===== config.mk =====
export PLATFORM = sky130hd
export DESIGN_NAME = gpio_top
export DESIGN_NICKNAME = d
export VERILOG_FILES = /design/src/design/gpio_pkg.sv /design/src/design/wb_bus.sv /design/src/design/wb_arbiter.sv /design/src/design/gpio_regs.sv /design/src/design/gpio_pins.sv /design/src/design/gpio_top.sv
export VERILOG_INCLUDE_DIRS = /design/src /design/src/design
export SDC_FILE = /design/constraint.sdc
export NUM_CORES = 1
export LEC_CHECK = 0
export ABC_CLOCK_PERIOD_IN_PS = 2900
export BUFFER_PORTS_ARGS = -buffer_cell sky130_fd_sc_hd__buf_2
export CELL_PAD_IN_SITES_DETAIL_PLACEMENT = 2
export CELL_PAD_IN_SITES_GLOBAL_PLACEMENT = 2
export CORE_ASPECT_RATIO = 1.1
export CORE_MARGIN = 2
export CORE_UTILIZATION = 34
export DETAILED_ROUTE_END_ITERATION = 16
export PLACE_DENSITY = 0.87
export SYNTH_ARGS = -nofsm -noshare
export SYNTH_HDL_FRONTEND = slang
export SYNTH_SLANG_ARGS = --single-unit

===== constraint.sdc =====
create_clock -name clk_i -period 2.9 [get_ports clk_i]
set_input_delay 0.145 -clock clk_i [delete_from_list [all_inputs] [get_ports clk_i]]
set_output_delay 0.145 -clock clk_i [all_outputs]
set_load 0.01 [all_outputs]

===== src/design/gpio_consts.svh =====
// gpio constants: pin count, wishbone widths, register map and unmapped read value
`ifndef GPIO_CONSTS_SVH
`define GPIO_CONSTS_SVH

// pins on the block
`define GPIO_COUNT 16

// wishbone classic widths
`define WB_ADDR_W 8   // byte address
`define WB_DATA_W 32
`define WB_SEL_W  4   // one select per byte

// register byte offsets
`define GPIO_DIR_OFFSET           8'h00
`define GPIO_EN_OFFSET            8'h04
`define GPIO_IN_OFFSET            8'h08   // read only
`define GPIO_OUT_OFFSET           8'h0C
`define GPIO_TOGGLE_OFFSET        8'h10   // write pulse, reads zero
`define GPIO_INTRPT_EN_OFFSET     8'h14
`define GPIO_INTRPT_STATUS_OFFSET 8'h18   // clear on read
`define GPIO_INTRPT_EDGE_OFFSET   8'h1C   // last mapped register

// returned on reads outside the map
`define GPIO_BAD_RDATA 32'hBADCAB1E

`endif


===== src/design/gpio_pkg.sv =====
// gpio package: register and arbiter enums, per-pin exchange structs
package gpio_pkg;

  //////////////////////////////////////////////////
  // register word indices
  //////////////////////////////////////////////////
  typedef enum logic [2:0] {
    GPIO_REG_DIR           = 3'd0,
    GPIO_REG_EN            = 3'd1,
    GPIO_REG_IN            = 3'd2,
    GPIO_REG_OUT           = 3'd3,
    GPIO_REG_TOGGLE        = 3'd4,
    GPIO_REG_INTRPT_EN     = 3'd5,
    GPIO_REG_INTRPT_STATUS = 3'd6,
    GPIO_REG_INTRPT_EDGE   = 3'd7
  } gpio_reg_e;

  // arbiter grant state
  typedef enum logic [1:0] {
    IDLE      = 2'd0,
    GRANT_CPU = 2'd1,
    GRANT_DBG = 2'd2
  } arb_state_e;

  //////////////////////////////////////////////////
  // per-pin exchange
  //////////////////////////////////////////////////
  typedef struct packed {
    logic dir;          // 1 = output
    logic en;           // pin enabled
    logic out;          // output value
    logic toggle;       // one-cycle invert request
    logic intrpt_en;
    logic intrpt_edge;  // 1 = rising edge, 0 = high level
  } gpio_reg2hw_t;

  typedef struct packed {
    logic sync_in;      // synchronised pad input
    logic out_valid;    // load out into OUT
    logic out;
    logic intrpt_valid; // set status bit
  } gpio_hw2reg_t;

endpackage


===== src/design/wb_bus.sv =====
// wishbone classic bus bundle between masters, arbiter and register slave
`include "gpio_consts.svh"

interface wb_bus;

  // master to slave
  logic                  cyc;    // cycle in progress
  logic                  stb;    // transfer strobe
  logic                  we;     // 1 = write
  logic [`WB_ADDR_W-1:0] adr;    // byte address
  logic [`WB_SEL_W-1:0]  sel;    // byte selects
  logic [`WB_DATA_W-1:0] dat_w;

  // slave to master
  logic [`WB_DATA_W-1:0] dat_r;
  logic                  ack;    // normal end
  logic                  err;    // error end

  modport master (
    output cyc, stb, we, adr, sel, dat_w,
    input  dat_r, ack, err
  );

  modport slave (
    input  cyc, stb, we, adr, sel, dat_w,
    output dat_r, ack, err
  );

endinterface


===== src/design/wb_arbiter.sv =====
// wishbone arbiter: round-robin grant of cpu and debug masters onto one slave bus
module wb_arbiter (
  input  logic clk_i,
  input  logic rst_ni,
  wb_bus.slave  cpu_wb,
  wb_bus.slave  dbg_wb,
  wb_bus.master gpio_wb
);

  gpio_pkg::arb_state_e state_q, state_d;
  logic last_dbg_q, last_dbg_d; // debug port served last
  logic cpu_req, dbg_req;

  assign cpu_req = cpu_wb.cyc & cpu_wb.stb;
  assign dbg_req = dbg_wb.cyc & dbg_wb.stb;

  //////////////////////////////////////////////////
  // grant fsm
  //////////////////////////////////////////////////
  always_comb begin
    state_d    = state_q;
    last_dbg_d = last_dbg_q;
    case (state_q)
      gpio_pkg::IDLE: begin
        if (cpu_req && (!dbg_req || last_dbg_q)) begin // both asking: other side's turn
          state_d    = gpio_pkg::GRANT_CPU;
          last_dbg_d = 1'b0;
        end else if (dbg_req) begin
          state_d    = gpio_pkg::GRANT_DBG;
          last_dbg_d = 1'b1;
        end
      end
      gpio_pkg::GRANT_CPU: if (!cpu_wb.cyc) state_d = gpio_pkg::IDLE; // cycle over
      gpio_pkg::GRANT_DBG: if (!dbg_wb.cyc) state_d = gpio_pkg::IDLE;
      default:             state_d = gpio_pkg::IDLE;
    endcase
  end

  always_ff @(posedge clk_i or negedge rst_ni) begin
    if (!rst_ni) begin
      state_q    <= gpio_pkg::IDLE;
      last_dbg_q <= 1'b0;
    end else begin
      state_q    <= state_d;
      last_dbg_q <= last_dbg_d;
    end
  end

  //////////////////////////////////////////////////
  // request mux and response routing
  //////////////////////////////////////////////////
  always_comb begin
    // idle bus by default
    gpio_wb.cyc   = 1'b0;
    gpio_wb.stb   = 1'b0;
    gpio_wb.we    = 1'b0;
    gpio_wb.adr   = '0;
    gpio_wb.sel   = '0;
    gpio_wb.dat_w = '0;
    if (state_q == gpio_pkg::GRANT_CPU) begin
      gpio_wb.cyc   = cpu_wb.cyc;
      gpio_wb.stb   = cpu_wb.stb;
      gpio_wb.we    = cpu_wb.we;
      gpio_wb.adr   = cpu_wb.adr;
      gpio_wb.sel   = cpu_wb.sel;
      gpio_wb.dat_w = cpu_wb.dat_w;
    end else if (state_q == gpio_pkg::GRANT_DBG) begin
      gpio_wb.cyc   = dbg_wb.cyc;
      gpio_wb.stb   = dbg_wb.stb;
      gpio_wb.we    = dbg_wb.we;
      gpio_wb.adr   = dbg_wb.adr;
      gpio_wb.sel   = dbg_wb.sel;
      gpio_wb.dat_w = dbg_wb.dat_w;
    end
  end

  // losing port sees nothing, its transfer just stretches
  assign cpu_wb.ack   = (state_q == gpio_pkg::GRANT_CPU) & gpio_wb.ack;
  assign cpu_wb.err   = (state_q == gpio_pkg::GRANT_CPU) & gpio_wb.err;
  assign cpu_wb.dat_r = (state_q == gpio_pkg::GRANT_CPU) ? gpio_wb.dat_r : '0;
  assign dbg_wb.ack   = (state_q == gpio_pkg::GRANT_DBG) & gpio_wb.ack;
  assign dbg_wb.err   = (state_q == gpio_pkg::GRANT_DBG) & gpio_wb.err;
  assign dbg_wb.dat_r = (state_q == gpio_pkg::GRANT_DBG) ? gpio_wb.dat_r : '0;

endmodule


===== src/design/gpio_regs.sv =====
// gpio register file: wishbone slave with byte-select writes, clear-on-read status and irq
`include "gpio_consts.svh"

module gpio_regs (
  input  logic                                     clk_i,
  input  logic                                     rst_ni,
  wb_bus.slave                                     wb,
  output gpio_pkg::gpio_reg2hw_t [`GPIO_COUNT-1:0] reg2hw_o,
  input  gpio_pkg::gpio_hw2reg_t [`GPIO_COUNT-1:0] hw2reg_i,
  output logic                                     irq_o
);

  // bus side
  logic                  access;   // new transfer this cycle
  logic                  mapped;
  logic                  wr;
  logic                  rd_status;
  gpio_pkg::gpio_reg_e   reg_idx;
  logic [`WB_DATA_W-1:0] bit_mask;
  logic [`GPIO_COUNT-1:0] wmask, wdata;
  logic                  ack_q, err_q;
  logic [`GPIO_COUNT-1:0] rd_bits;
  logic [`WB_DATA_W-1:0] rdata_d, rdata_q;

  // register state
  logic [`GPIO_COUNT-1:0] dir_q, dir_d;
  logic [`GPIO_COUNT-1:0] en_q, en_d;
  logic [`GPIO_COUNT-1:0] in_q;
  logic [`GPIO_COUNT-1:0] out_q, out_d;
  logic [`GPIO_COUNT-1:0] ien_q, ien_d;
  logic [`GPIO_COUNT-1:0] status_q, status_d;
  logic [`GPIO_COUNT-1:0] edge_q, edge_d;
  logic [`GPIO_COUNT-1:0] toggle;
  logic                   irq_q;

  // pin side, unpacked per field
  logic [`GPIO_COUNT-1:0] hw_sync, hw_out, hw_out_valid, hw_intrpt;

  //////////////////////////////////////////////////
  // decode
  //////////////////////////////////////////////////
  assign access    = wb.cyc & wb.stb & ~ack_q & ~err_q; // ack cycle never re-samples
  assign mapped    = {wb.adr[`WB_ADDR_W-1:2], 2'b00} <= `GPIO_INTRPT_EDGE_OFFSET;
  assign reg_idx   = gpio_pkg::gpio_reg_e'(wb.adr[4:2]);
  assign wr        = access & mapped & wb.we;
  assign rd_status = access & mapped & ~wb.we & (reg_idx == gpio_pkg::GPIO_REG_INTRPT_STATUS);

  always_comb begin
    for (int b = 0; b < `WB_SEL_W; b++) begin
      bit_mask[8*b +: 8] = {8{wb.sel[b]}}; // whole byte per select
    end
  end
  assign wmask = bit_mask[`GPIO_COUNT-1:0];
  assign wdata = wb.dat_w[`GPIO_COUNT-1:0] & wmask;

  always_comb begin
    for (int i = 0; i < `GPIO_COUNT; i++) begin
      hw_sync[i]      = hw2reg_i[i].sync_in;
      hw_out[i]       = hw2reg_i[i].out;
      hw_out_valid[i] = hw2reg_i[i].out_valid;
      hw_intrpt[i]    = hw2reg_i[i].intrpt_valid;
    end
  end

  //////////////////////////////////////////////////
  // next state
  //////////////////////////////////////////////////
  always_comb begin
    dir_d    = dir_q;
    en_d     = en_q;
    ien_d    = ien_q;
    edge_d   = edge_q;
    out_d    = (out_q & ~hw_out_valid) | (hw_out & hw_out_valid); // toggle result from pins
    status_d = status_q | hw_intrpt;                              // sticky
    toggle   = '0;
    if (wr) begin
      case (reg_idx)
        gpio_pkg::GPIO_REG_DIR:         dir_d  = (dir_q & ~wmask) | wdata;
        gpio_pkg::GPIO_REG_EN:          en_d   = (en_q & ~wmask) | wdata;
        gpio_pkg::GPIO_REG_OUT:         out_d  = (out_q & ~wmask) | wdata;
        gpio_pkg::GPIO_REG_TOGGLE:      toggle = wdata;               // single pulse
        gpio_pkg::GPIO_REG_INTRPT_EN:   ien_d  = (ien_q & ~wmask) | wdata;
        gpio_pkg::GPIO_REG_INTRPT_EDGE: edge_d = (edge_q & ~wmask) | wdata;
        default: ;                                                    // IN, STATUS read only
      endcase
    end
    if (rd_status) status_d = hw_intrpt; // clear, but keep what fires now
  end

  // read mux, sampled with the request
  always_comb begin
    case (reg_idx)
      gpio_pkg::GPIO_REG_DIR:           rd_bits = dir_q;
      gpio_pkg::GPIO_REG_EN:            rd_bits = en_q;
      gpio_pkg::GPIO_REG_IN:            rd_bits = in_q;
      gpio_pkg::GPIO_REG_OUT:           rd_bits = out_q;
      gpio_pkg::GPIO_REG_INTRPT_EN:     rd_bits = ien_q;
      gpio_pkg::GPIO_REG_INTRPT_STATUS: rd_bits = status_q;
      gpio_pkg::GPIO_REG_INTRPT_EDGE:   rd_bits = edge_q;
      default:                          rd_bits = '0; // toggle reads zero
    endcase
    if (!mapped)    rdata_d = `GPIO_BAD_RDATA;
    else if (wb.we) rdata_d = '0;
    else            rdata_d = {{(`WB_DATA_W-`GPIO_COUNT){1'b0}}, rd_bits};
  end

  //////////////////////////////////////////////////
  // flops
  //////////////////////////////////////////////////
  always_ff @(posedge clk_i or negedge rst_ni) begin
    if (!rst_ni) begin
      ack_q    <= 1'b0;
      err_q    <= 1'b0;
      dir_q    <= '0;
      en_q     <= '0;
      in_q     <= '0;
      out_q    <= '0;
      ien_q    <= '0;
      status_q <= '0;
      edge_q   <= '0;
      irq_q    <= 1'b0;
    end else begin
      ack_q    <= access & mapped;  // high for one cycle only
      err_q    <= access & ~mapped;
      dir_q    <= dir_d;
      en_q     <= en_d;
      in_q     <= hw_sync;          // one cycle behind the synchroniser
      out_q    <= out_d;
      ien_q    <= ien_d;
      status_q <= status_d;
      edge_q   <= edge_d;
      irq_q    <= |status_q;
    end
  end

  always_ff @(posedge clk_i) begin
    if (access) rdata_q <= rdata_d;
  end

  assign wb.ack   = ack_q;
  assign wb.err   = err_q;
  assign wb.dat_r = rdata_q;
  assign irq_o    = irq_q;

  always_comb begin
    for (int i = 0; i < `GPIO_COUNT; i++) begin
      reg2hw_o[i].dir         = dir_q[i];
      reg2hw_o[i].en          = en_q[i];
      reg2hw_o[i].out         = out_q[i];
      reg2hw_o[i].toggle      = toggle[i];
      reg2hw_o[i].intrpt_en   = ien_q[i];
      reg2hw_o[i].intrpt_edge = edge_q[i];
    end
  end

endmodule


===== src/design/gpio_pins.sv =====
// gpio pin logic: input synchronisers, pad drive, toggling and interrupt detection
`include "gpio_consts.svh"

module gpio_pins (
  input  logic                                     clk_i,
  input  logic                                     rst_ni,
  input  logic [`GPIO_COUNT-1:0]                   gpio_in_i,
  output logic [`GPIO_COUNT-1:0]                   gpio_out_o,
  output logic [`GPIO_COUNT-1:0]                   gpio_oe_o,
  input  gpio_pkg::gpio_reg2hw_t [`GPIO_COUNT-1:0] reg2hw_i,
  output gpio_pkg::gpio_hw2reg_t [`GPIO_COUNT-1:0] hw2reg_o
);

  logic [`GPIO_COUNT-1:0] sync1_q;  // first stage, may be metastable
  logic [`GPIO_COUNT-1:0] sync2_q;  // safe to use
  logic [`GPIO_COUNT-1:0] prev_q;   // last synced value
  logic [`GPIO_COUNT-1:0] rise;

  //////////////////////////////////////////////////
  // input synchroniser and edge history
  //////////////////////////////////////////////////
  always_ff @(posedge clk_i or negedge rst_ni) begin
    if (!rst_ni) begin
      sync1_q <= '0;
      sync2_q <= '0;
      prev_q  <= '0;
    end else begin
      sync1_q <= gpio_in_i;
      sync2_q <= sync1_q;
      prev_q  <= sync2_q;
    end
  end

  assign rise = sync2_q & ~prev_q; // low to high seen this cycle

  //////////////////////////////////////////////////
  // per pin
  //////////////////////////////////////////////////
  always_comb begin
    for (int i = 0; i < `GPIO_COUNT; i++) begin
      hw2reg_o[i].sync_in   = sync2_q[i];

      // toggle loads the inverted output back into OUT
      hw2reg_o[i].out_valid = reg2hw_i[i].toggle;
      hw2reg_o[i].out       = ~reg2hw_i[i].out;

      // edge or level, per pin
      if (reg2hw_i[i].intrpt_edge) begin
        hw2reg_o[i].intrpt_valid = reg2hw_i[i].intrpt_en & rise[i];
      end else begin
        hw2reg_o[i].intrpt_valid = reg2hw_i[i].intrpt_en & sync2_q[i];
      end

      // disabled pins stay quiet
      gpio_out_o[i] = reg2hw_i[i].out & reg2hw_i[i].en;
      gpio_oe_o[i]  = reg2hw_i[i].dir & reg2hw_i[i].en;
    end
  end

endmodule


===== src/design/gpio_top.sv =====
// gpio top: two wishbone masters, arbiter, register file and pin logic
`include "gpio_consts.svh"

module gpio_top (
  input  logic                   clk_i,
  input  logic                   rst_ni,
  // cpu master
  input  logic                   cpu_cyc_i,
  input  logic                   cpu_stb_i,
  input  logic                   cpu_we_i,
  input  logic [`WB_ADDR_W-1:0]  cpu_adr_i,
  input  logic [`WB_SEL_W-1:0]   cpu_sel_i,
  input  logic [`WB_DATA_W-1:0]  cpu_dat_i,
  output logic [`WB_DATA_W-1:0]  cpu_dat_o,
  output logic                   cpu_ack_o,
  output logic                   cpu_err_o,
  // debug master
  input  logic                   dbg_cyc_i,
  input  logic                   dbg_stb_i,
  input  logic                   dbg_we_i,
  input  logic [`WB_ADDR_W-1:0]  dbg_adr_i,
  input  logic [`WB_SEL_W-1:0]   dbg_sel_i,
  input  logic [`WB_DATA_W-1:0]  dbg_dat_i,
  output logic [`WB_DATA_W-1:0]  dbg_dat_o,
  output logic                   dbg_ack_o,
  output logic                   dbg_err_o,
  // pads
  input  logic [`GPIO_COUNT-1:0] gpio_in_i,
  output logic [`GPIO_COUNT-1:0] gpio_out_o,
  output logic [`GPIO_COUNT-1:0] gpio_oe_o,
  output logic                   irq_o
);

  wb_bus cpu_bus ();
  wb_bus dbg_bus ();
  wb_bus gpio_bus (); // shared, after the arbiter

  gpio_pkg::gpio_reg2hw_t [`GPIO_COUNT-1:0] reg2hw;
  gpio_pkg::gpio_hw2reg_t [`GPIO_COUNT-1:0] hw2reg;

  // plain ports onto the bus bundles
  assign cpu_bus.cyc   = cpu_cyc_i;
  assign cpu_bus.stb   = cpu_stb_i;
  assign cpu_bus.we    = cpu_we_i;
  assign cpu_bus.adr   = cpu_adr_i;
  assign cpu_bus.sel   = cpu_sel_i;
  assign cpu_bus.dat_w = cpu_dat_i;
  assign cpu_dat_o     = cpu_bus.dat_r;
  assign cpu_ack_o     = cpu_bus.ack;
  assign cpu_err_o     = cpu_bus.err;

  assign dbg_bus.cyc   = dbg_cyc_i;
  assign dbg_bus.stb   = dbg_stb_i;
  assign dbg_bus.we    = dbg_we_i;
  assign dbg_bus.adr   = dbg_adr_i;
  assign dbg_bus.sel   = dbg_sel_i;
  assign dbg_bus.dat_w = dbg_dat_i;
  assign dbg_dat_o     = dbg_bus.dat_r;
  assign dbg_ack_o     = dbg_bus.ack;
  assign dbg_err_o     = dbg_bus.err;

  wb_arbiter wb_arbiter_i (
    .clk_i   (clk_i),
    .rst_ni  (rst_ni),
    .cpu_wb  (cpu_bus.slave),
    .dbg_wb  (dbg_bus.slave),
    .gpio_wb (gpio_bus.master)
  );

  gpio_regs gpio_regs_i (
    .clk_i    (clk_i),
    .rst_ni   (rst_ni),
    .wb       (gpio_bus.slave),
    .reg2hw_o (reg2hw),
    .hw2reg_i (hw2reg),
    .irq_o    (irq_o)
  );

  gpio_pins gpio_pins_i (
    .clk_i      (clk_i),
    .rst_ni     (rst_ni),
    .gpio_in_i  (gpio_in_i),
    .gpio_out_o (gpio_out_o),
    .gpio_oe_o  (gpio_oe_o),
    .reg2hw_i   (reg2hw),
    .hw2reg_o   (hw2reg)
  );

endmodule


==> results.md <==
- First-pass GRT wire length: 51700 um
- Final setup viols: 0
- Critical Path Sink Type: flop
- Fillers: 2551
- Slew @ Worst Pin: 0.860 ns
- Die area: 26300 um2
- M1 GR Usage: 0.325
- Post-synth top flop: dfrtp_1
- Max transition margin: 0.427
- CP Class: reg2reg
- Dpl hpwl: 23600 um
- Reg clk slew, reported paths: 0.08 ns
- Outcome: completed
- Congestion Overflow GR: 0
- Vias per inst: 5.96
- Main combinational cell family by area after synthesis: compound AO/OA/AOI/OAI gates
- Crit-path max FO: 10
- Clk_skew: 0.0196 ns
- Async S/R FF share, synth: 0.898
- Crit path required time: 3.06 ns
- Commonest cells post-synth: 150 x dfrtp_1, 73 x and2_1, 61 x mux2_2
- Worst Hold Class: in2reg
- Hold Path Stages: 3
- Post-Syn Area: 8490 um2
- Post-layout min period: 2.82 ns
- Seq/Total Area, Yosys: 0.502
- Wire per inst: 26.6 um
- Area growth syn-to-layout: 24.5%
- Port Buffers: 160
- Post-synth top area cell: dfrtp_1
- Nets: 1068
- Routed Wire Length: 34000 um
- Initial antenna violation count: 3
- Synth Area in Simple Gates: 0.155
- Placed cells: 1227
- Multi-input logic area: 3860 um2
- FF-to-FF path depth: 8
- Critical path arrival: 2.98 ns
- Reg2Reg Capture Point: gpio_regs_i.wb.dat_r[0]
- Worst r2r src: wb_arbiter_i.state_q[1]
- Tcrit/Tclk final: 0.972
- Xor/xnor share of the synthesized area: 0
- Post-Synthesis Cells: 770
- GRT met3 Usage: 0.0600
- Htree depth: 4
- Startpoint class of the critical path: flop
- Yosys warnings: 0
- Syn Area/Cell: 11.0 um2
- Num ports: 213
- Worst skew pair latency: 0.45 ns
- Design Area, Final: 10600 um2
- Clock Tree Buf Depth: 2
- Antenna Nets Post-Route: 0
- Yosys reg bits: 167
- WHS: 0.0152 ns
- Final hold vios: 0
- Post-synth EDFFs: 17
- Share of cells above drive strength 1: 0.338
- Core ar.: 24500 um2
- Tot GR Track Use: 0.261
- FF-to-FF setup slack: 0.08 ns
- DP Area: 9730 um2
- GRT busiest layer: met2
- Leakage: 5.03 nW
- Met2 Use GR: 0.444
- Vias in the first global route: 8344
- P per Cell Area: 575 nW/um2
- Synth top area share: 0.442
- Final count of pins violating max slew: 0
- DRC: 0
- Final GP Congestion: 0.888
- Hold path startpoint: cpu_cyc_i
- Top-count cell post-synth: dfrtp_1
- Yosys cell types: 73
- Max Freq: 355 MHz
- Register area: 4270 um2
- Synth Area in Adders: 0
- Hold Crit Endpoint: wb_arbiter_i.state_q[0]
- # rows: 60
- Compound-Gate Fraction of Synth Area: 0.195
- CTS tree: yes
- Via count: 7629
- Initial drt markers: 586
- Die height: 170 um
- Largest net degree at the start of global routing: 78
- Final Non-Filler Cells: 1280
- Die width: 155 um
- Max-Cap Viols: 0
- Sink Count: 167
- Initial core utilization: 0.347
- Synth area leaders: dfrtp_1 44%, mux2_2 8.1%, edfxtp_1 6.0%, and2_1 5.4%, buf_4 2.7%
- Peak supply drop: 0.433 mV
- First-pass DRT Iterations: 5
- Root Buffer: clkbuf_16
- Clock buffer count from CTS: 17
- Post-synthesis mux area share: 0.0962
cells by family (layout without fill, tap and decap cells):
kind of cell / count (synthesis) / in the layout
simple gates: 230 / 230
compound gates: 221 / 221
flops: 167 / 167
buf+inv: 81 / 269
mux: 70 / 70
other cells: 1 / 13
routing by layer:
layer,vias up,share of wire
li1,3256,-
met1,3928,0.41
met2,373,0.49
met3,68,0.076
met4,4,0.026
met5,-,0.00079
per-stage QoR:
stage	util	total power [mW]	worst slack [ns]	TNS, ns
after floorplan	-	3.14	0.438	0
after global placement	0.398	3.56	0.181	0
after detailed placement	0.398	3.61	0.0446	0
after CTS	0.431	6.11	0.00743	0
after global routing	0.432	6.29	-0.0155	-0.0402
final	0.432	6.08	0.0813	0
critical path, stage by stage (launching register included):
cell and delay (ns):
dfrtp_1 0.54, buf_4 0.24, nand2b_1 0.11, buf_4 0.20, o22a_1 0.34, buf_4 0.25
a22o_1 0.28, a222oi_1 0.35, a21oi_1 0.22
repair_timing:
action | in CTS | in global routing
hold endpoints to repair | 92 | 0
endpoints found under the setup margin | 0 | 89
hold buffers | 18 | 0
buffers inserted | 0 | 2
gates resized for setup | 0 | 4
layout by cell type, fill, tap and decap left out, types with 5 or more instances in the layout:
cell           Yosys  routed
buf_2              3     159
dfrtp_1          150     149
and2_1            73      73
mux2_2            61      61
nand2_1           55      55
buf_4             30      49
a21oi_1           36      36
o22ai_1           30      30
nor2_1            23      23
a22o_1            21      21
a32o_1            18      18
dlygate4sd3_1      0      18
clkbuf_16          0      17
edfxtp_1          17      17
a22oi_1           16      16
a31oi_1           16      16
o21ai_0           13      13
conb_1             1      12
nor3_1             9       9
nand3_1            9       9
mux2_4             8       8
a222oi_1           7       7
a211oi_1           8       7
nor3b_1            7       7
inv_1              6       6
nand2b_1           6       6
o211ai_1           6       6
a221oi_1           5       5
a32oi_1            5       5
o32a_1             5       5
area by class of cell:
cell class | count | area share
well taps | 310 | 0.0367
multi-input cells | 533 | 0.365
flip-flops and latches | 167 | 0.403
diodes | 1 | 0.000237
clock inverters | 15 | 0.0189
repair buffers | 230 | 0.133
clock buffers | 17 | 0.0402
inverters | 7 | 0.00248
worst max-delay path by stage:
stage | from | end | cells past startpoint
finish | wb_arbiter_i.state_q[1] | gpio_regs_i.wb.dat_r[0] | 8
global route | wb_arbiter_i.state_q[1] | flop | 10
CTS | wb_arbiter_i.state_q[0] | flop | 9
detailed placement | wb_arbiter_i.state_q[0] | flop | 8
global placement | wb_arbiter_i.state_q[0] | flop | 8
floorplan | wb_arbiter_i.state_q[0] | flop | 6
where the power goes:
part,total [mW],internal (mW),switching (mW)
Combinational,1.12,0.401,0.717
Clock,2.44,1.33,1.11
Sequential,2.52,2.46,0.0664
Total,6.08,4.18,1.90
(Power assumes the default switching activity.)
